**config.mk**
```make
export PLATFORM = sky130hd
export DESIGN_NAME = sample_history
export DESIGN_NICKNAME = d
export VERILOG_FILES = /design/src/sample_history.sv
export SDC_FILE = /design/constraint.sdc
export NUM_CORES = 1
export LEC_CHECK = 0
export BUFFER_PORTS_ARGS = -buffer_cell sky130_fd_sc_hd__buf_2
export CELL_PAD_IN_SITES_DETAIL_PLACEMENT = 1
export CELL_PAD_IN_SITES_GLOBAL_PLACEMENT = 1
export CORE_MARGIN = 4
export CORE_UTILIZATION = 47
export CTS_BUF_LIST = sky130_fd_sc_hd__clkbuf_16
export DETAILED_ROUTE_END_ITERATION = 16
export MAX_ROUTING_LAYER = met4
export PLACE_DENSITY_LB_ADDON = 0.1
export REMOVE_ABC_BUFFERS = 1
export SYNTH_ARGS = -nofsm -noshare
export SYNTH_HDL_FRONTEND = slang
export SYNTH_SLANG_ARGS = --single-unit
export TNS_END_PERCENT = 1
```
**constraint.sdc**
```tcl
create_clock -name clk -period 1.85 [get_ports clk]
set_input_delay 0.185 -clock clk [delete_from_list [all_inputs] [get_ports clk]]
set_output_delay 0.185 -clock clk [all_outputs]
set_load 0.05 [all_outputs]
```
**src/sample_history.sv**
```systemverilog
`timescale 1ns/10ps

module sample_history #(
    parameter type payload_t = logic [7:0],
    parameter int  depth     = 10
) (
    input  logic     clk,
    input  logic     rst_n,

    input  payload_t in,
    input  logic     in_valid,

    output payload_t window [depth-1:0]
);

    // Index 0 holds the newest payload and index depth-1 the oldest.
    always_ff @(posedge clk or negedge rst_n) begin
        if (!rst_n) begin
            for (int i = 0; i < depth; i++) begin
                window[i] <= '0;
            end
        end else if (in_valid) begin
            for (int i = depth - 1; i > 0; i--) begin
                window[i] <= window[i-1];
            end
            window[0] <= in;
        end
    end

    // An unknown strobe would corrupt the whole window for depth samples.
    a_in_valid_known : assert property (
        @(posedge clk) disable iff (!rst_n)
        !$isunknown(in_valid)
    ) else $error("sample_history: in_valid is unknown");

endmodule : sample_history

```
* Yosys cells after proc, flatten, opt, wreduce, memory -nomap -nowiden
Index checks and enable logic that the tools add are counted.
** Word-level totals
- Bits in read-only memories :: 0
- Logic and storage cells :: 10
- Memories kept :: 0
- Memory bits (writable) :: 0
- Register bits after elaboration :: 80
- Bits in latches :: 0
- Output and inout port bits :: 80
- Input port bits :: 11
** Cells by class
- Add/subtract/negate cells :: 0
- Shift-type cells :: 0
- Multiplexer cells :: 0
- Multipliers :: 0
- Reductions and logical operators :: 0
- Magnitude comparators :: 0
- Bitwise gates (word level) :: 0
- Div/mod/pow operators :: 0
- Equal/unequal tests :: 0

* Longest topological paths before layout
- Depth in word-level cells :: 0
- Gate-level depth with buffers :: 3
- Gate-level depth less buffers :: 1

* Worst setup path before layout
No wires, ideal clock.
- Kind :: register to register
- Start :: reg window[0] (netlist name)
- End :: reg window[0] in the netlist's numbering
- Cell stages (with the launch flop) :: 2
- Required time :: 1725 ps
- Clock period less this slack :: 1006 ps
- Setup time :: 125 ps
- Setup slack :: 844 ps
- Arrival :: 880 ps
- Buffers on the path :: 0
- Cells stage by stage :: dfrtp_1 mux2_4
** RTL lines
- end signal, assigned by index :: line 24 : window[i] <= window[i-1];
- end, declared :: line 13 : output payload_t window [depth-1:0]

* Worst setup path in the final report
- Start :: reg window[43] in the netlist's numbering
- End :: out window[43] in the netlist's numbering
No word-level cell between the ends.

==> metrics.md <==
| Metric | Value |
|---|---|
| Worst Skew | `0.00812 ns` |
| Clock latency on the worst-skew pair | `0.32 ns` |
| PD cells | `1950 nW/um2` |
| NetSw | `3530 uW` |
| Slowest stage delay, CP | `0.40 ns` |
| RSZ-0062 raised after global routing | `no` |
| DRC | `0` |
| Synth Cell Area | `3370 um2` |
| Maximum VDD drop | `907 uV` |
| Die area | `8600 um2` |
| WP data arrival | `1.01 ns` |
| Crit. End Element | `output pin` |
| Avg Inst Size Synth | `20.0 um2` |
| IO buf count | `90` |
| DR top layer | `met4` |
| Final period util | `64.8%` |
| Run status | `finished, final reports clean` |
| CTS buffer count | `9` |
| Met1 Routed Length | `2.95 mm` |
| Clock root cell | `clkbuf_16` |
| Crit Path Class | `flip-flop to output pin` |
| Placeable Area | `6870 um2` |
| Starting Density | `49.1%` |
| Max Slew Vio Count | `0` |
| TritonRoute pass-1 iters | `2` |
| Max reg flops | `80` |
| Element type at the critical path start | `flip-flop` |
| Hold slack final | `0.0934 ns` |
| Largest net degree at the start of global routing | `42` |
| H-tree depth | `3` |
| Critical Path RT | `1.66 ns` |
| Vias | `1,777` |
| Comb power frac | `43.9%` |
| Met3 WL | `353 um` |
| Switching Fraction | `43.5%` |
| Post-synthesis adder-cell area fraction | `0%` |
| Rows | `30` |
| Area Growth Syn to Fin | `23.2%` |
| Synth Area in XOR/XNOR | `0%` |
| Vias in the first global route | `1,982` |
| Remaining antenna violation count | `0` |
| Starting DRT DRC Count | `35` |
| Deepest clock path buffer count | `2` |
| Die W | `92.7 um` |
| Final Hold Fails | `0` |
| Clock network fraction of total power | `22.2%` |
| Post-synthesis mux area share | `35.6%` |
| Fin crit period | `1.20 ns` |
| Largest family of logic cells by synthesized area | `multiplexers` |
| CTS tree | `yes` |
| Register area share after synthesis | `59.3%` |
| Synth Area in Compound Gates | `0%` |
| Slowest CP cell | `dfrtp_1` |
| Yosys reg bits | `80` |
| Hold Path Class | `input pin to flip-flop` |
| ANT cells | `0` |
| Max transition margin | `63.6%` |
| Mean routed wirelength per cell | `17.7 um` |
| F_max | `0.834 GHz` |
| Grt total ovfl | `0` |
| Synth warn | `0` |
| Clock transition at the registers of the reported paths | `0.06 ns` |
| DR vias/cell | `4.87` |
| Pre-CTS setup slack | `0.572 ns` |
| # IOs | `91` |
| Setup bufs post-CTS | `0` |
| Tot GR Track Use | `16.3%` |
| Internal Power | `4580 uW` |
| Post-synthesis cell count | `169` |
| Final setup viols | `0` |
| Initial antenna violation count | `0` |
| Max_cap viols | `0` |
| Sequential share of power | `33.9%` |
| Final Wtd Congestion | `0.701` |
| Hpwl dp | `4.44 mm` |
| Layout Nets | `277` |
| First-pass GRT wire length | `10.5 mm` |
| Largest Register | `window` |
| TritonCTS Sinks | `80` |
| Post-cts resize count | `0` |
| Unique cell type count in the Yosys netlist | `4` |
| Cell family with most CP delay | `flip-flops` |
| Met2 WL | `3.07 mm` |
| Buffer and inverter count on the worst path | `1` |
| Final worst slack | `0.651 ns` |
| Registers with the most flip-flops | `window x80` |
| TNS Setup | `0 ns` |
| Crit-path cells | `buf_2` |
| Share of cells above drive strength 1 | `69.1%` |
| Least-Margin Pin Slew | `0.545 ns` |
| Leak | `0.00216 uW` |
| Synthesized-area fraction occupied by and/or/nand/nor cells | `0%` |
| Drt total wl | `6.46 mm` |
| Hold-fix buffers, CTS | `1` |
| Chip Height | `92.7 um` |
| Max FO, Critical Path | `3` |
cells in the final DEF (no fill, tap or decap), drive strengths merged:
cell / Yosys / final
clkinv: 0 / 1
dfrtp: 80 / 80
bufinv: 0 / 2
buf: 9 / 94
mux2: 80 / 80
clkbuf: 0 / 9
dlygate4sd3: 0 / 1
inv: 0 / 2
per-layer routing:
layer	GRT usage [%]	vias up
met5	-	-
met4	6.59	0
met3	4.14	8
met2	24.7	62
met1	21.1	925
li1	-	782
logic make-up after synthesis:
group    count (synthesis)
mux                     80
flops                   80
buf+inv                  9
power by group through the flow:
stage | clock network (uW) | registers, uW | logic, uW
floorplan | 0 | 4630 | 825
global placement | 0 | 2750 | 3530
detailed placement | 0 | 2780 | 3590
CTS | 1840 | 2770 | 3600
global route | 1930 | 2840 | 3680
finish | 1800 | 2750 | 3560
cells in the mapped netlist, drive strengths merged:
library cell,number,area (um2)
dfrtp,80,2000
buf,9,171
mux2,80,1200
final cells by class:
| cell class | instances | area [um2] |
|---|---|---|
| Multi-Input combinational cell | 80 | 1200 |
| Fill cell | 662 | 2710 |
| Timing Repair Buffer | 95 | 533 |
| Clock inverter | 5 | 76.3 |
| Tap cell | 96 | 120 |
| Sequential cell | 80 | 2000 |
| Clock buffer | 9 | 225 |
per-stage QoR:
stage | total power (uW) | util, % | instance area (um2) | cells
4_1_cts | 8220 | 60.5 | 4160 | 365
2_1_floorplan | 5460 | - | 3200 | 160
3_3_place_gp | 6280 | 56.0 | 3850 | 350
5_1_grt | 8460 | 60.5 | 4160 | 365
3_5_place_dp | 6370 | 56.0 | 3850 | 350
6_report | 8110 | 60.5 | 4160 | 365
path summary, 6_finish.rpt:
kind | start | to | slack, ns | depth (start not counted)
max | window[43]$_DFFE_PN0P_ | window[43] | 0.65 | 1
min | in[0] | window[0]$_DFFE_PN0P_ | 0.09 | 2
max reg2reg | window[55]$_DFFE_PN0P_ | window[55]$_DFFE_PN0P_ | 1.04 | 1
min reg2reg | window[78]$_DFFE_PN0P_ | window[78]$_DFFE_PN0P_ | 0.51 | 1
max in group asynchronous | rst_n | window[67]$_DFFE_PN0P_ | 0.88 | 3
min in group asynchronous | rst_n | window[74]$_DFFE_PN0P_ | 0.39 | 2
No activity file was read; power rests on OpenSTA's default activity.
