File: config.mk
export PLATFORM = sky130hd
export DESIGN_NAME = ffe_estimator
export DESIGN_NICKNAME = d
export VERILOG_FILES = /design/src/ffe_adapt_pkg.sv /design/src/ffe_estimator.sv
export SDC_FILE = /design/constraint.sdc
export NUM_CORES = 1
export LEC_CHECK = 0
export BUFFER_PORTS_ARGS = -buffer_cell sky130_fd_sc_hd__buf_2
export CAP_MARGIN = 20
export CORE_MARGIN = 4
export CORE_UTILIZATION = 40
export CTS_CLUSTER_SIZE = 20
export DETAILED_ROUTE_END_ITERATION = 8
export GPL_TIMING_DRIVEN = 0
export SYNTH_ARGS = -nofsm -noshare
export SYNTH_HDL_FRONTEND = slang
export SYNTH_SLANG_ARGS = --single-unit
File: constraint.sdc
create_clock -name clk -period 17.57 [get_ports clk]
set_input_delay 0.8785 -clock clk [delete_from_list [all_inputs] [get_ports clk]]
set_output_delay 0.8785 -clock clk [all_outputs]
set_load 0.005 [all_outputs]
File: src/ffe_adapt_pkg.sv
package ffe_adapt_pkg;

    // Raw ADC code from the front end.
    localparam int code_w = 8;

    // Equalized sample at the FIR output.
    localparam int est_w = 10;

    // Integer part of one FFE tap.
    localparam int tap_w = 10;

    // Fraction bits kept below each tap inside the accumulator.
    localparam int adapt_w = 14;

    // The adaptation gain is a left shift of at most adapt_w - 1 places.
    localparam int gain_w = $clog2(adapt_w);

    typedef logic signed [code_w-1:0] code_t;
    typedef logic signed [est_w-1:0] est_t;
    typedef logic signed [tap_w-1:0] tap_t;
    typedef logic signed [tap_w+adapt_w-1:0] acc_t;

    // Slicer setup. The thresholds must be ordered lo < mid < hi.
    typedef struct packed {
        est_t bit_target_level;
        est_t slice_lo;
        est_t slice_mid;
        est_t slice_hi;
    } slicer_cfg_t;

    // One instruction for the estimator. It runs once while exec is high.
    typedef struct packed {
        logic       exec;
        logic [2:0] inst;
    } adapt_cmd_t;

    // Instruction encodings. Any other value is a no-operation.
    localparam logic [2:0] inst_load_init   = 3'd4;
    localparam logic [2:0] inst_shift_left  = 3'd3;
    localparam logic [2:0] inst_shift_right = 3'd2;

endpackage : ffe_adapt_pkg

File: src/ffe_estimator.sv
`timescale 1ns/10ps

module ffe_estimator #(
    parameter int est_depth = 10
) (
    input  logic                             clk,
    input  logic                             rst_n,

    input  ffe_adapt_pkg::est_t              est_bits [est_depth-1:0],
    input  ffe_adapt_pkg::code_t             current_code,

    input  logic [ffe_adapt_pkg::gain_w-1:0] gain,
    input  ffe_adapt_pkg::slicer_cfg_t       slicer_cfg,
    input  logic                             nrz_mode,

    input  ffe_adapt_pkg::adapt_cmd_t        cmd,

    input  ffe_adapt_pkg::tap_t              ffe_init [est_depth-1:0],
    output ffe_adapt_pkg::tap_t              ffe_est  [est_depth-1:0]
);

    localparam int pos_w = (est_depth > 1) ? $clog2(est_depth) : 1;

    typedef enum logic [2:0] {
        s_reset,
        s_load_calc,
        s_calc_store,
        s_exec,
        s_halt
    } est_state_t;

    est_state_t state, next_state;

    logic [pos_w-1:0]    tap_pos, next_tap_pos;
    ffe_adapt_pkg::acc_t tap_sum, next_tap_sum;
    ffe_adapt_pkg::acc_t acc [est_depth-1:0];

    logic store_tap;
    logic load_init;
    logic shift_left;
    logic shift_right;

    ffe_adapt_pkg::est_t sample;
    logic [2:0]          therm;
    logic [1:0]          sym_idx;
    logic                inner_sym;
    ffe_adapt_pkg::acc_t level_one;
    ffe_adapt_pkg::acc_t level_three;
    ffe_adapt_pkg::acc_t sym_level;
    ffe_adapt_pkg::acc_t diff;
    ffe_adapt_pkg::acc_t err;
    ffe_adapt_pkg::acc_t adjust;

    // Slicer, balance-weighted error and the scaled adjustment for the current tap.
    always_comb begin
        sample = est_bits[tap_pos];

        therm[0] = sample > slicer_cfg.slice_lo;
        therm[1] = sample > slicer_cfg.slice_mid;
        therm[2] = sample > slicer_cfg.slice_hi;

        // NRZ only uses the two outer symbols, decided on the middle threshold.
        if (nrz_mode) begin
            sym_idx = therm[1] ? 2'd3 : 2'd0;
        end else begin
            sym_idx = 2'(therm[0]) + 2'(therm[1]) + 2'(therm[2]);
        end

        level_one   = ffe_adapt_pkg::acc_t'(slicer_cfg.bit_target_level);
        level_three = level_one + (level_one <<< 1);

        case (sym_idx)
            2'd0:    sym_level = -level_three;
            2'd1:    sym_level = -level_one;
            2'd2:    sym_level = level_one;
            default: sym_level = level_three;
        endcase

        // Inner symbols are rarer in the error, so they get three times the weight.
        inner_sym = (sym_idx == 2'd1) || (sym_idx == 2'd2);
        diff      = sym_level - ffe_adapt_pkg::acc_t'(sample);
        err       = inner_sym ? (diff + (diff <<< 1)) : diff;

        adjust = (ffe_adapt_pkg::acc_t'(current_code) * err) <<< gain;
    end

    always_comb begin
        for (int i = 0; i < est_depth; i++) begin
            ffe_est[i] = ffe_adapt_pkg::tap_t'(acc[i] >>> ffe_adapt_pkg::adapt_w);
        end
    end

    always_ff @(posedge clk or negedge rst_n) begin
        if (!rst_n) begin
            state   <= s_reset;
            tap_pos <= '0;
            tap_sum <= '0;
            for (int i = 0; i < est_depth; i++) begin
                acc[i] <= '0;
            end
        end else begin
            state   <= next_state;
            tap_pos <= next_tap_pos;
            tap_sum <= next_tap_sum;
            if (store_tap) begin
                acc[tap_pos] <= next_tap_sum;
            end
            if (load_init) begin
                for (int i = 0; i < est_depth; i++) begin
                    acc[i] <= ffe_adapt_pkg::acc_t'(ffe_init[i]) <<< ffe_adapt_pkg::adapt_w;
                end
            end
            if (shift_left) begin
                for (int i = 1; i < est_depth; i++) begin
                    acc[i-1] <= acc[i];
                end
                acc[est_depth-1] <= '0;
            end
            if (shift_right) begin
                for (int i = est_depth - 1; i > 0; i--) begin
                    acc[i] <= acc[i-1];
                end
                acc[0] <= '0;
            end
        end
    end

    // Two cycles per tap. The adjustment is added once on load and once on store.
    always_comb begin
        next_state   = state;
        next_tap_pos = '0;
        next_tap_sum = '0;
        case (state)
            s_reset: begin
                next_state = cmd.exec ? s_exec : s_load_calc;
            end
            s_load_calc: begin
                next_state   = cmd.exec ? s_exec : s_calc_store;
                next_tap_pos = tap_pos;
                next_tap_sum = acc[tap_pos] + adjust;
            end
            s_calc_store: begin
                next_state   = s_load_calc;
                next_tap_sum = tap_sum + adjust;
                if (tap_pos != pos_w'(est_depth - 1)) begin
                    next_tap_pos = tap_pos + 1'b1;
                end
            end
            s_exec: begin
                next_state = s_halt;
            end
            s_halt: begin
                next_state = cmd.exec ? s_halt : s_load_calc;
            end
            default: begin
                next_state = s_reset;
            end
        endcase
    end

    always_comb begin
        store_tap   = (state == s_calc_store);
        load_init   = 1'b0;
        shift_left  = 1'b0;
        shift_right = 1'b0;
        if (state == s_exec) begin
            case (cmd.inst)
                ffe_adapt_pkg::inst_load_init:   load_init   = 1'b1;
                ffe_adapt_pkg::inst_shift_left:  shift_left  = 1'b1;
                ffe_adapt_pkg::inst_shift_right: shift_right = 1'b1;
                default: ;
            endcase
        end
    end

    a_state_legal : assert property (
        @(posedge clk) disable iff (!rst_n)
        state inside {s_reset, s_load_calc, s_calc_store, s_exec, s_halt}
    ) else $error("ffe_estimator: illegal state encoding %0h", state);

    // The symbol decision is only meaningful with ordered thresholds while sweeping.
    a_thresholds_ordered : assert property (
        @(posedge clk) disable iff (!rst_n)
        (state inside {s_load_calc, s_calc_store}) |->
            (slicer_cfg.slice_lo < slicer_cfg.slice_mid) &&
            (slicer_cfg.slice_mid < slicer_cfg.slice_hi)
    ) else $error("ffe_estimator: slicer thresholds out of order");

endmodule : ffe_estimator

=== Word level (Yosys, flattened, before mapping) ===
Index checks and enable logic that the tools add are counted.

* Reductions and logical operators: 5
* Div/mod/pow operators: 0
* Bitwise operators: 0
* Multiplexer cells: 28
* Eq/ne operators: 10
* $lt $le $gt $ge: 5
* $mul: 1
* Shift-type cells: 1
* Add/sub/neg operators: 10

{| class="wikitable"
|+ Operator list
! cell !! number
|-
| 240-bit 2-to-1 mux || 4
|-
| 240-bit bitwise mux || 1
|-
| 24-bit binary-select mux with 4-bit select || 1
|-
| 24-bit demux with 4-bit select || 1
|-
| 24-bit adder || 3
|-
| 24-bit 2-to-1 mux || 3
|-
| 24-bit case mux with 3 select lines || 1
|-
| 24-bit case mux with 2 select lines || 1
|-
| 10-bit binary-select mux with 4-bit select || 1
|-
| 10-bit > comparator || 3
|-
| 8-bit by 24-bit multiplier with 24-bit output || 1
|-
| 10-bit negation with 24-bit output || 1
|-
| 12-bit negation with 24-bit output || 1
|-
| 24-bit by 4-bit <<< shifter with 24-bit output || 1
|-
| 24-bit by 10-bit subtractor with 24-bit output || 1
|-
| 3-bit case mux with 5 select lines || 1
|-
| 10-bit by 11-bit adder with 12-bit output || 1
|-
| 3-bit by 2-bit equality test with 1-bit output (second input constant) || 4
|-
| 10-bit 2-to-1 mux || 1
|-
| 4-bit case mux with 2 select lines || 1
|-
| 1-bit 2-to-1 mux || 7
|-
| 3-bit equality test (second input constant) || 2
|-
| 2-bit 2-to-1 mux || 3
|-
| 4-bit by 5-bit < comparator with 1-bit output (second input constant) || 1
|-
| 15 further kinds || 15
|}

* Bits in read-only memories: 0
* Register bits after elaboration: 271
* Input bits: 259
* Memories: 0
* Output and inout port bits: 100
* Word-level logic and storage cells: 73
* Bits in latches: 0
* Bits in writable memories: 0

=== Logic depth before layout (Yosys ltp) ===
Gate-level depths: netlist (run 1).

* Depth in word-level cells: 20
* Depth in mapped cells: 78
* Mapped depth without buffers: 74

=== Worst setup path before layout (run 1) ===
OpenSTA, ideal clock, no wires.

* Path type: register to register
* From: register tap_pos[0]
* To: register acc, in the netlist ffe_est[39]
* Slack: 2.452 ns
* Library setup time: 0.133 ns
* Data arrival time: 14.985 ns
* Path buffers: 7
* Required time: 17.437 ns
* Clock period less this slack: 15.118 ns
* Cell stages (with the launch flop): 73
* Cell sequence: dfrtp_1 -> clkbuf_1 -> buf_1 -> buf_1 -> mux4_2 -> mux2i_1 -> o21a_1 -> inv_1 -> ha_1 -> nor2b_1 -> o21ai_0 -> nand2b_1 -> a21oi_1 -> nor2b_1 -> o21ai_0 -> nand2b_1 -> a21oi_1 -> nor2b_1 -> [37 not listed] -> a41o_1 -> o41a_1 -> a21boi_1 -> xor2_1 -> o21ai_0 -> nor2_1 -> a21oi_1 -> mux4_2 -> ha_1 -> o21a_1 -> o21ai_0 -> a31oi_1 -> nor2_1 -> xor2_1 -> nor4b_1 -> nor4_2 -> buf_6 -> o31ai_4

* Cells in the longest elaborated chain, start to end: 20
* Elaborated cells on any way between the ends: 34
* Classes of those cells: add/sub (6); mul (1); order compare (5); eq/ne (2); shift (1); mux (16); reduce/logical (3)

{| class="wikitable"
|+ Ends and longest elaborated chain
! element !! RTL line !! RTL
|-
| start: declaration || ffe_estimator.sv:34 || <nowiki>logic [pos_w-1:0] tap_pos, next_tap_pos;</nowiki>
|-
| start signal: assignment || ffe_estimator.sv:103 || <nowiki>tap_pos <= next_tap_pos;</nowiki>
|-
| 10-bit binary-select mux with 4-bit select || ffe_estimator.sv:56 || <nowiki>sample = est_bits[tap_pos];</nowiki>
|-
| 10-bit 2-to-1 mux (not written as such) || ffe_estimator.sv:56 ||
|-
| 10-bit > comparator, on equally long branches || ffe_estimator.sv:58, ffe_estimator.sv:59 ||
|-
| 1-bit by 1-bit adder with 2-bit output || ffe_estimator.sv:66 || <nowiki>sym_idx = 2'(therm[0]) + 2'(therm[1]) + 2'(therm[2]);</nowiki>
|-
| 2-bit by 1-bit adder with 2-bit output || ffe_estimator.sv:66 ||
|-
| 2-bit 2-to-1 mux || ffe_estimator.sv:63 || <nowiki>if (nrz_mode) begin</nowiki>
|-
| 2-bit equality test (tied with other cells) || ffe_estimator.sv:72, ffe_estimator.sv:80 ||
|-
| 24-bit case mux with 3 select lines || ffe_estimator.sv:72 || <nowiki>case (sym_idx)</nowiki>
|-
| [4 not listed] || -- ||
|-
| 24-bit by 4-bit <<< shifter with 24-bit output || ffe_estimator.sv:84 || <nowiki>adjust = (ffe_adapt_pkg::acc_t'(current_code) * err) <<< gain;</nowiki>
|-
| 24-bit adder, on equally long branches || ffe_estimator.sv:144, ffe_estimator.sv:140 ||
|-
| 24-bit case mux with 2 select lines || ffe_estimator.sv:133 || <nowiki>case (state)</nowiki>
|-
| 240-bit bitwise mux * || ffe_estimator.sv:106 || <nowiki>acc[tap_pos] <= next_tap_sum;</nowiki>
|-
| 240-bit 2-to-1 mux * || ffe_estimator.sv:105 || <nowiki>if (store_tap) begin</nowiki>
|-
| 240-bit 2-to-1 mux * || ffe_estimator.sv:108 || <nowiki>if (load_init) begin</nowiki>
|-
| 240-bit 2-to-1 mux * || ffe_estimator.sv:113 || <nowiki>if (shift_left) begin</nowiki>
|-
| 240-bit 2-to-1 mux * || ffe_estimator.sv:119 || <nowiki>if (shift_right) begin</nowiki>
|-
| end signal: indexed assignment || ffe_estimator.sv:106 ||
|-
| end signal: indexed assignment || ffe_estimator.sv:110 || <nowiki>acc[i] <= ffe_adapt_pkg::acc_t'(ffe_init[i]) <<< ffe_adapt_pkg::adapt_w;</nowiki>
|-
| end signal: indexed assignment || ffe_estimator.sv:115 || <nowiki>acc[i-1] <= acc[i];</nowiki>
|-
| end: declaration || ffe_estimator.sv:36 || <nowiki>ffe_adapt_pkg::acc_t acc [est_depth-1:0];</nowiki>
|}

Mark *: on every way between the ends. The rest lies on a longest branch, timed or not. The select of a mux whose other input is x is not followed.
A chain may end at the register's enable or synchronous reset.

=== Worst setup path after layout (run 1) ===
* From: register tap_pos[1]
* To: register acc, in the netlist ffe_est[39]

Same word-level chain as after synthesis.

==> results.yml, run 1 <==
final_layout:
  fin_nets: 4467
  fin_util_pct: 46.6
  fill_cells: 7357
  drive_above_1_share_pct: 17.5
  stdcell_count: 4902
  area_delta_synth_final_pct: 14.5
  seq_area_um2: 6790
  multiInputGateArea_um2: 20500
logic_synthesis:
  synth_edf_count: 0
  syn_nets: 4070
  synth.top_cells.by_area: "dfrtp_1, fa_1, ha_1"
  yosysMostFrequentCell: "nor2_1"
  yosys.area.top_type: "dfrtp_1"
  synthDistinctLibCells: 92
  synth_flop_cell: "dfrtp_1"
  netlist_instances: 3526
  synth_commonest_cells: "nor2_1, nand2_1, a21oi_1"
  synth.yosys.seq_area_share_pct: 22.7
  ys_ff_latch: 271
  async_reset_ff_share_pct: 100
  synth_top_cell_area_share_pct: 22.7
  synth_area_um2: 29900
  yosys_warnings: 0
  avgSynthCellArea_um2: 8.47
flow_run:
  cap_violations: 0
clock_network:
  cts_hold_buf: 0
  clock_path_buffers: 3
  cts_sinks: 271
  cts_tree: "built"
  htree_levels: 1
  clk-insertion-delay-late_ns: 0.59
  cts_buffers: 29
  clkTransAtPathRegs_ns: 0.07
  clk_root_buffer_cell: "clkbuf_16"
setup_path:
  cp-start-kind: "flip-flop"
  cpPeakStageDelay_ns: 0.58
  crit_path_top_delay_cell: "o21ai_1"
  reg2reg_slack_ns: 0.83
  r2r-end: "ffe_est[39]"
  crit_path_end_kind: "flip-flop"
  critical_path_class: "reg2reg"
  reg2reg_from: "tap_pos[1]"
  reg2reg_depth: 68
  cp.required_ns: 18.02
  cp_max_fo: 10
  arrival_ns: 17.19
run_status:
  violations: "design-rule violations"
  status: "finished with violations"
floorplan:
  fp-row-count: 99
  die_h_um: 281
  die_x_um: 281
  fp.dieArea_um2: 79100
  start_util_pct: 40.7
  ios: 359
  core_area_um2: 73500
timing:
  min_period_ns: 16.74
  fin_crit_sh_pct: 95.3
  hold_violations: 0
  skew_ns: 0.0182
  setup_viol: 0
  tightestPinTransition_ns: 1.09
  relSlewSlack_pct: 27.3
  finalMaxSlewViolations: 0
  fmax_mhz: 59.7
detailed_routing:
  drt_first_iter_violations: 3218
  drc: 8
  drt_wl_total_um: 114000
  drtAntennaViolNets: 0
  drt_first_pass_iters: 9
  num_vias: 29129
  wire_per_inst_um: 23.3
  via_per_inst: 5.94
hold_path:
  min_path_type: "in2async"
global_route:
  grt_first_pass_wirelength_um: 172000
  grt_max_degree: 74
  grt_pass1_vias: 28587
  overflow: 0
  grt_antenna_before_repair: 1
  globalRouteTotalUtil_pct: 27.8
placement:
  hpwlAfterDp_um: 93000
  place_inst: 4849
  port_buffers: 355
  gp_congestion: 0.966
[cell usage in the layout, fill, tap and decap left out, types with 115 or more instances in the layout]
cell and n:
nor2_1 310, clkbuf_1 195, a21oi_1 275, o21a_1 115, o21ai_0 173, inv_1 262
mux2i_1 147, buf_2 356, ha_1 170, nand2_1 281, dfrtp_1 269
[metal layers]
| metal | part of all wire [%] | GRT usage, % |
|---|---|---|
| met5 | 0 | 0 |
| met1 | 41 | 36.6 |
| met2 | 47 | 46.7 |
| met4 | 3.8 | 9.88 |
| met3 | 7.7 | 4.12 |
[cells by family (layout without fill, tap and decap cells)]
family	after synthesis	count (layout)	synth area share, %
AO/OA/AOI/OAI	1059	1059	24.2
AND/OR/NAND/NOR	986	986	15.5
buffers and inverters	603	1019	9.19
adder cells (fa/ha/maj)	285	285	14.8
flip-flops	271	271	22.7
multiplexers	235	235	10.9
XOR/XNOR	87	87	2.67
other	0	1	0
[worst max-delay path by stage]
| stage | depth (start not counted) | endpoint | startpoint |
|---|---|---|---|
| final | 68 | ffe_est[39] | tap_pos[1] |
| after global routing | 70 | ffe_est[39] | tap_pos[3] |
| after CTS | 70 | ffe_est[39] | tap_pos[0] |
| after detailed placement | 70 | ffe_est[39] | tap_pos[0] |
| after global placement | 68 | ffe_est[39] | tap_pos[0] |
| after floorplan | 72 | ffe_est[39] | tap_pos[0] |
[what timing repair did]
item                                    in CTS  in global routing
gates resized for setup                     18                 52
hold endpoints to repair                     0                  0
setup buffers                                0                  4
endpoints found under the setup margin     120                 99
pin swaps                                    0                  2
[worst max-delay path, delay by kind of cell (launching register included)]
family	cells	cell delay (ns)
DFF	1	0.55
adders and majority gates	11	4.34
muxes	5	1.75
buffers and inverters	8	1.64
and+or+nand+nor	13	1.51
AOI/OAI and AO/OA	27	5.68
xor gates and xnor gates	4	1.08
[layout make-up]
type,instances,share of cell area (%)
Antenna cell,1,0.00731
Inverter,267,2.93
Multi-Input combinational cell,2652,59.8
Clock inverter,13,0.574
Tap cell,959,3.51
Buffer,333,5.16
Sequential cell,271,19.8
Clock buffer,37,2.33
Timing Repair Buffer,369,5.84
[sequential cells by signal, indices dropped and copies added (netlist names)]
signal / flops
acc: 140
ffe_est: 100
tap_sum: 24
tap_pos: 4
state: 3
[through the flow]
stage          area (µm²)  setup TNS (ns)  hold WS (ns)  worst slack [ns]
2_1_floorplan       29900               0         0.466              2.45
3_3_place_gp        32900         -150.96         0.505             -2.07
3_5_place_dp        33000          -98.88         0.507             -1.61
4_1_cts             34100               0         0.240            0.0240
5_1_grt             34200          -0.469         0.273           -0.0622
6_report            34200               0         0.209             0.830
Power of run 1 is left out: the tool's default activity adds up to more than one toggle a clock period on the data nets, which glitch-free logic cannot reach.
==> run 2: changes to the inputs <==
--- a/config.mk
+++ b/config.mk
@@ -6,9 +6,10 @@
 export NUM_CORES = 1
 export LEC_CHECK = 0
 export BUFFER_PORTS_ARGS = -buffer_cell sky130_fd_sc_hd__buf_2
-export CAP_MARGIN = 20
+export CAP_MARGIN = 15
 export CORE_MARGIN = 4
 export CORE_UTILIZATION = 40
+export CTS_BUF_LIST = sky130_fd_sc_hd__clkbuf_16
 export CTS_CLUSTER_SIZE = 20
 export DETAILED_ROUTE_END_ITERATION = 8
 export GPL_TIMING_DRIVEN = 0
==> run 2 against run 1 <==
Against the previous run: the run now ends clean; critical path depth grew 6; cell area shrank 0.27%; global-route usage is essentially flat; first-iteration DRC count shrank 2.0%; fmax grew 0.53%; via count shrank 0.29%; sequential share of layout area grew 0.053 points; die area is the same; clock-buffer cell count shrank 8; hold slack gained 0.0094 ns; non-clock buffer count shrank 3; critical endpoint unchanged; largest cell class unchanged.
==> results.yml, run 2 (synthesis gave the netlist of run 1 again) <==
run_status:
  status: "finished, final reports clean"
detailed_routing:
  drtAntennaViolNets: 0
  drc: 0
  drt_wl_total_um: 114000
  wire_per_inst_um: 23.3
  drt_first_iter_violations: 3153
  via_per_inst: 5.93
  drt_first_pass_iters: 8
  num_vias: 29044
setup_path:
  reg2reg_from: "tap_pos[1]"
  cp_max_fo: 10
  r2r-end: "ffe_est[39]"
  reg2reg_slack_ns: 0.92
  critical_path_class: "reg2reg"
  cp-start-kind: "flip-flop"
  crit_path_end_kind: "flip-flop"
  cp.required_ns: 18.03
  reg2reg_depth: 74
  cpPeakStageDelay_ns: 0.55
  arrival_ns: 17.11
  crit_path_top_delay_cell: "dfrtp_2"
global_route:
  grt_first_pass_wirelength_um: 172000
  globalRouteTotalUtil_pct: 27.8
  grt_antenna_before_repair: 1
  grt_max_degree: 74
  overflow: 0
  grt_pass1_vias: 28597
timing:
  fmax_mhz: 60.1
  relSlewSlack_pct: 15.3
  hold_violations: 0
  setup_viol: 0
  tightestPinTransition_ns: 1.27
  skew_ns: 0.0185
  rsz0062_at_grt: "no"
  finalMaxSlewViolations: 0
  fin_crit_sh_pct: 94.8
  min_period_ns: 16.65
placement:
  gp_congestion: 0.966
  hpwlAfterDp_um: 93000
  port_buffers: 355
  place_area_um2: 33000
floorplan:
  die_x_um: 281
  fp.dieArea_um2: 79100
  core_area_um2: 73500
  fp-row-count: 99
  start_util_pct: 40.7
  die_h_um: 281
  ios: 359
clock_network:
  clkTransAtPathRegs_ns: 0.07
  cts_tree: "built"
  htree_levels: 1
  clk_root_buffer_cell: "clkbuf_16"
  clock_path_buffers: 3
  cts_buffers: 29
  cts_sinks: 271
  clk-insertion-delay-late_ns: 0.58
final_layout:
  fill_cells: 7389
  fin_util_pct: 46.5
  seq_area_um2: 6790
  regMostFlops: "acc"
  final_area_um2: 34100
  layout_common_cells: "buf_2, nor2_1, nand2_1"
  largest_reg_flops: 140
  area_delta_synth_final_pct: 14.2
  drive_above_1_share_pct: 17.3
  layout_commonest_cell: "buf_2"
  fin_nets: 4464
  multiInputGateArea_um2: 20500
hold_path:
  min_path_type: "in2async"
flow_run:
  cap_violations: 0
run 2: changes by cell type in the layout (fill, tap and decap cells not counted), sizes merged:
cell / previous run / this run
bufinv: 5 / 3
clkinv: 10 / 15
inv: 264 / 269
clkinvlp: 1 / 0
buf: 486 / 487
clkbuf: 253 / 241
run 2: timing repair:
| item | in CTS | in global routing |
|---|---|---|
| setup endpoints to repair | 120 | 104 |
| hold buffers | 0 | 0 |
| pin swaps | 0 | 2 |
| setup buffers | 0 | 3 |
| gates resized for setup | 20 | 59 |
run 2: how the worst max path moves through the flow:
stage / from / endpoint / slack [ns] / cells after the start
2_1_floorplan: tap_pos[0] / ffe_est[39] / 2.45 / 72
3_3_place_gp: tap_pos[0] / ffe_est[39] / -2.07 / 68
3_5_place_dp: tap_pos[0] / ffe_est[39] / -1.63 / 70
4_1_cts: tap_pos[0] / ffe_est[39] / 0.03 / 70
5_1_grt: tap_pos[1] / ffe_est[39] / 0.02 / 74
6_report: tap_pos[1] / ffe_est[39] / 0.92 / 74
run 2: critical path, delay by kind of cell (launching register included):
family | cells | cell delay [ns]
AND/OR/NAND/NOR | 18 | 2.33
buffers and inverters | 9 | 1.69
flip-flops | 1 | 0.55
multiplexers | 5 | 1.47
AO/OA/AOI/OAI | 27 | 4.96
XOR/XNOR | 4 | 1.00
adder cells (fa/ha/maj) | 11 | 4.50
run 2: final cells by class:
cell class              instances  area share (%)
repair buffers                367            5.81
inverters                     267            2.94
diodes                          1         0.00733
flip-flops and latches        271            19.9
well taps                     959            3.52
clock buffers                  29            2.13
multi-input cells            2652            60.1
clock inverters                20           0.473
plain buffers                 332            5.16
run 2: stage by stage:
step	hold WS (ns)	setup TNS, ns	setup slack, ns	instances
3_5_place_dp	0.505	-96.94	-1.63	4849
5_1_grt	0.267	0	0.0161	4898
2_1_floorplan	0.466	0	2.45	3526
4_1_cts	0.238	0	0.0319	4896
6_report	0.219	0	0.919	4898
3_3_place_gp	0.505	-150.96	-2.07	4840
run 2: layer usage:
metal,share of wire [%],wire length [µm],track usage [%],vias up
met5,0,0,0,-
met4,4.0,4530,10.2,0
met3,7.8,8930,4.37,215
met2,47,53500,46.5,1338
met1,41,47000,36.3,14057
li1,-,-,-,13434
Power of run 2 is left out for the same reason.
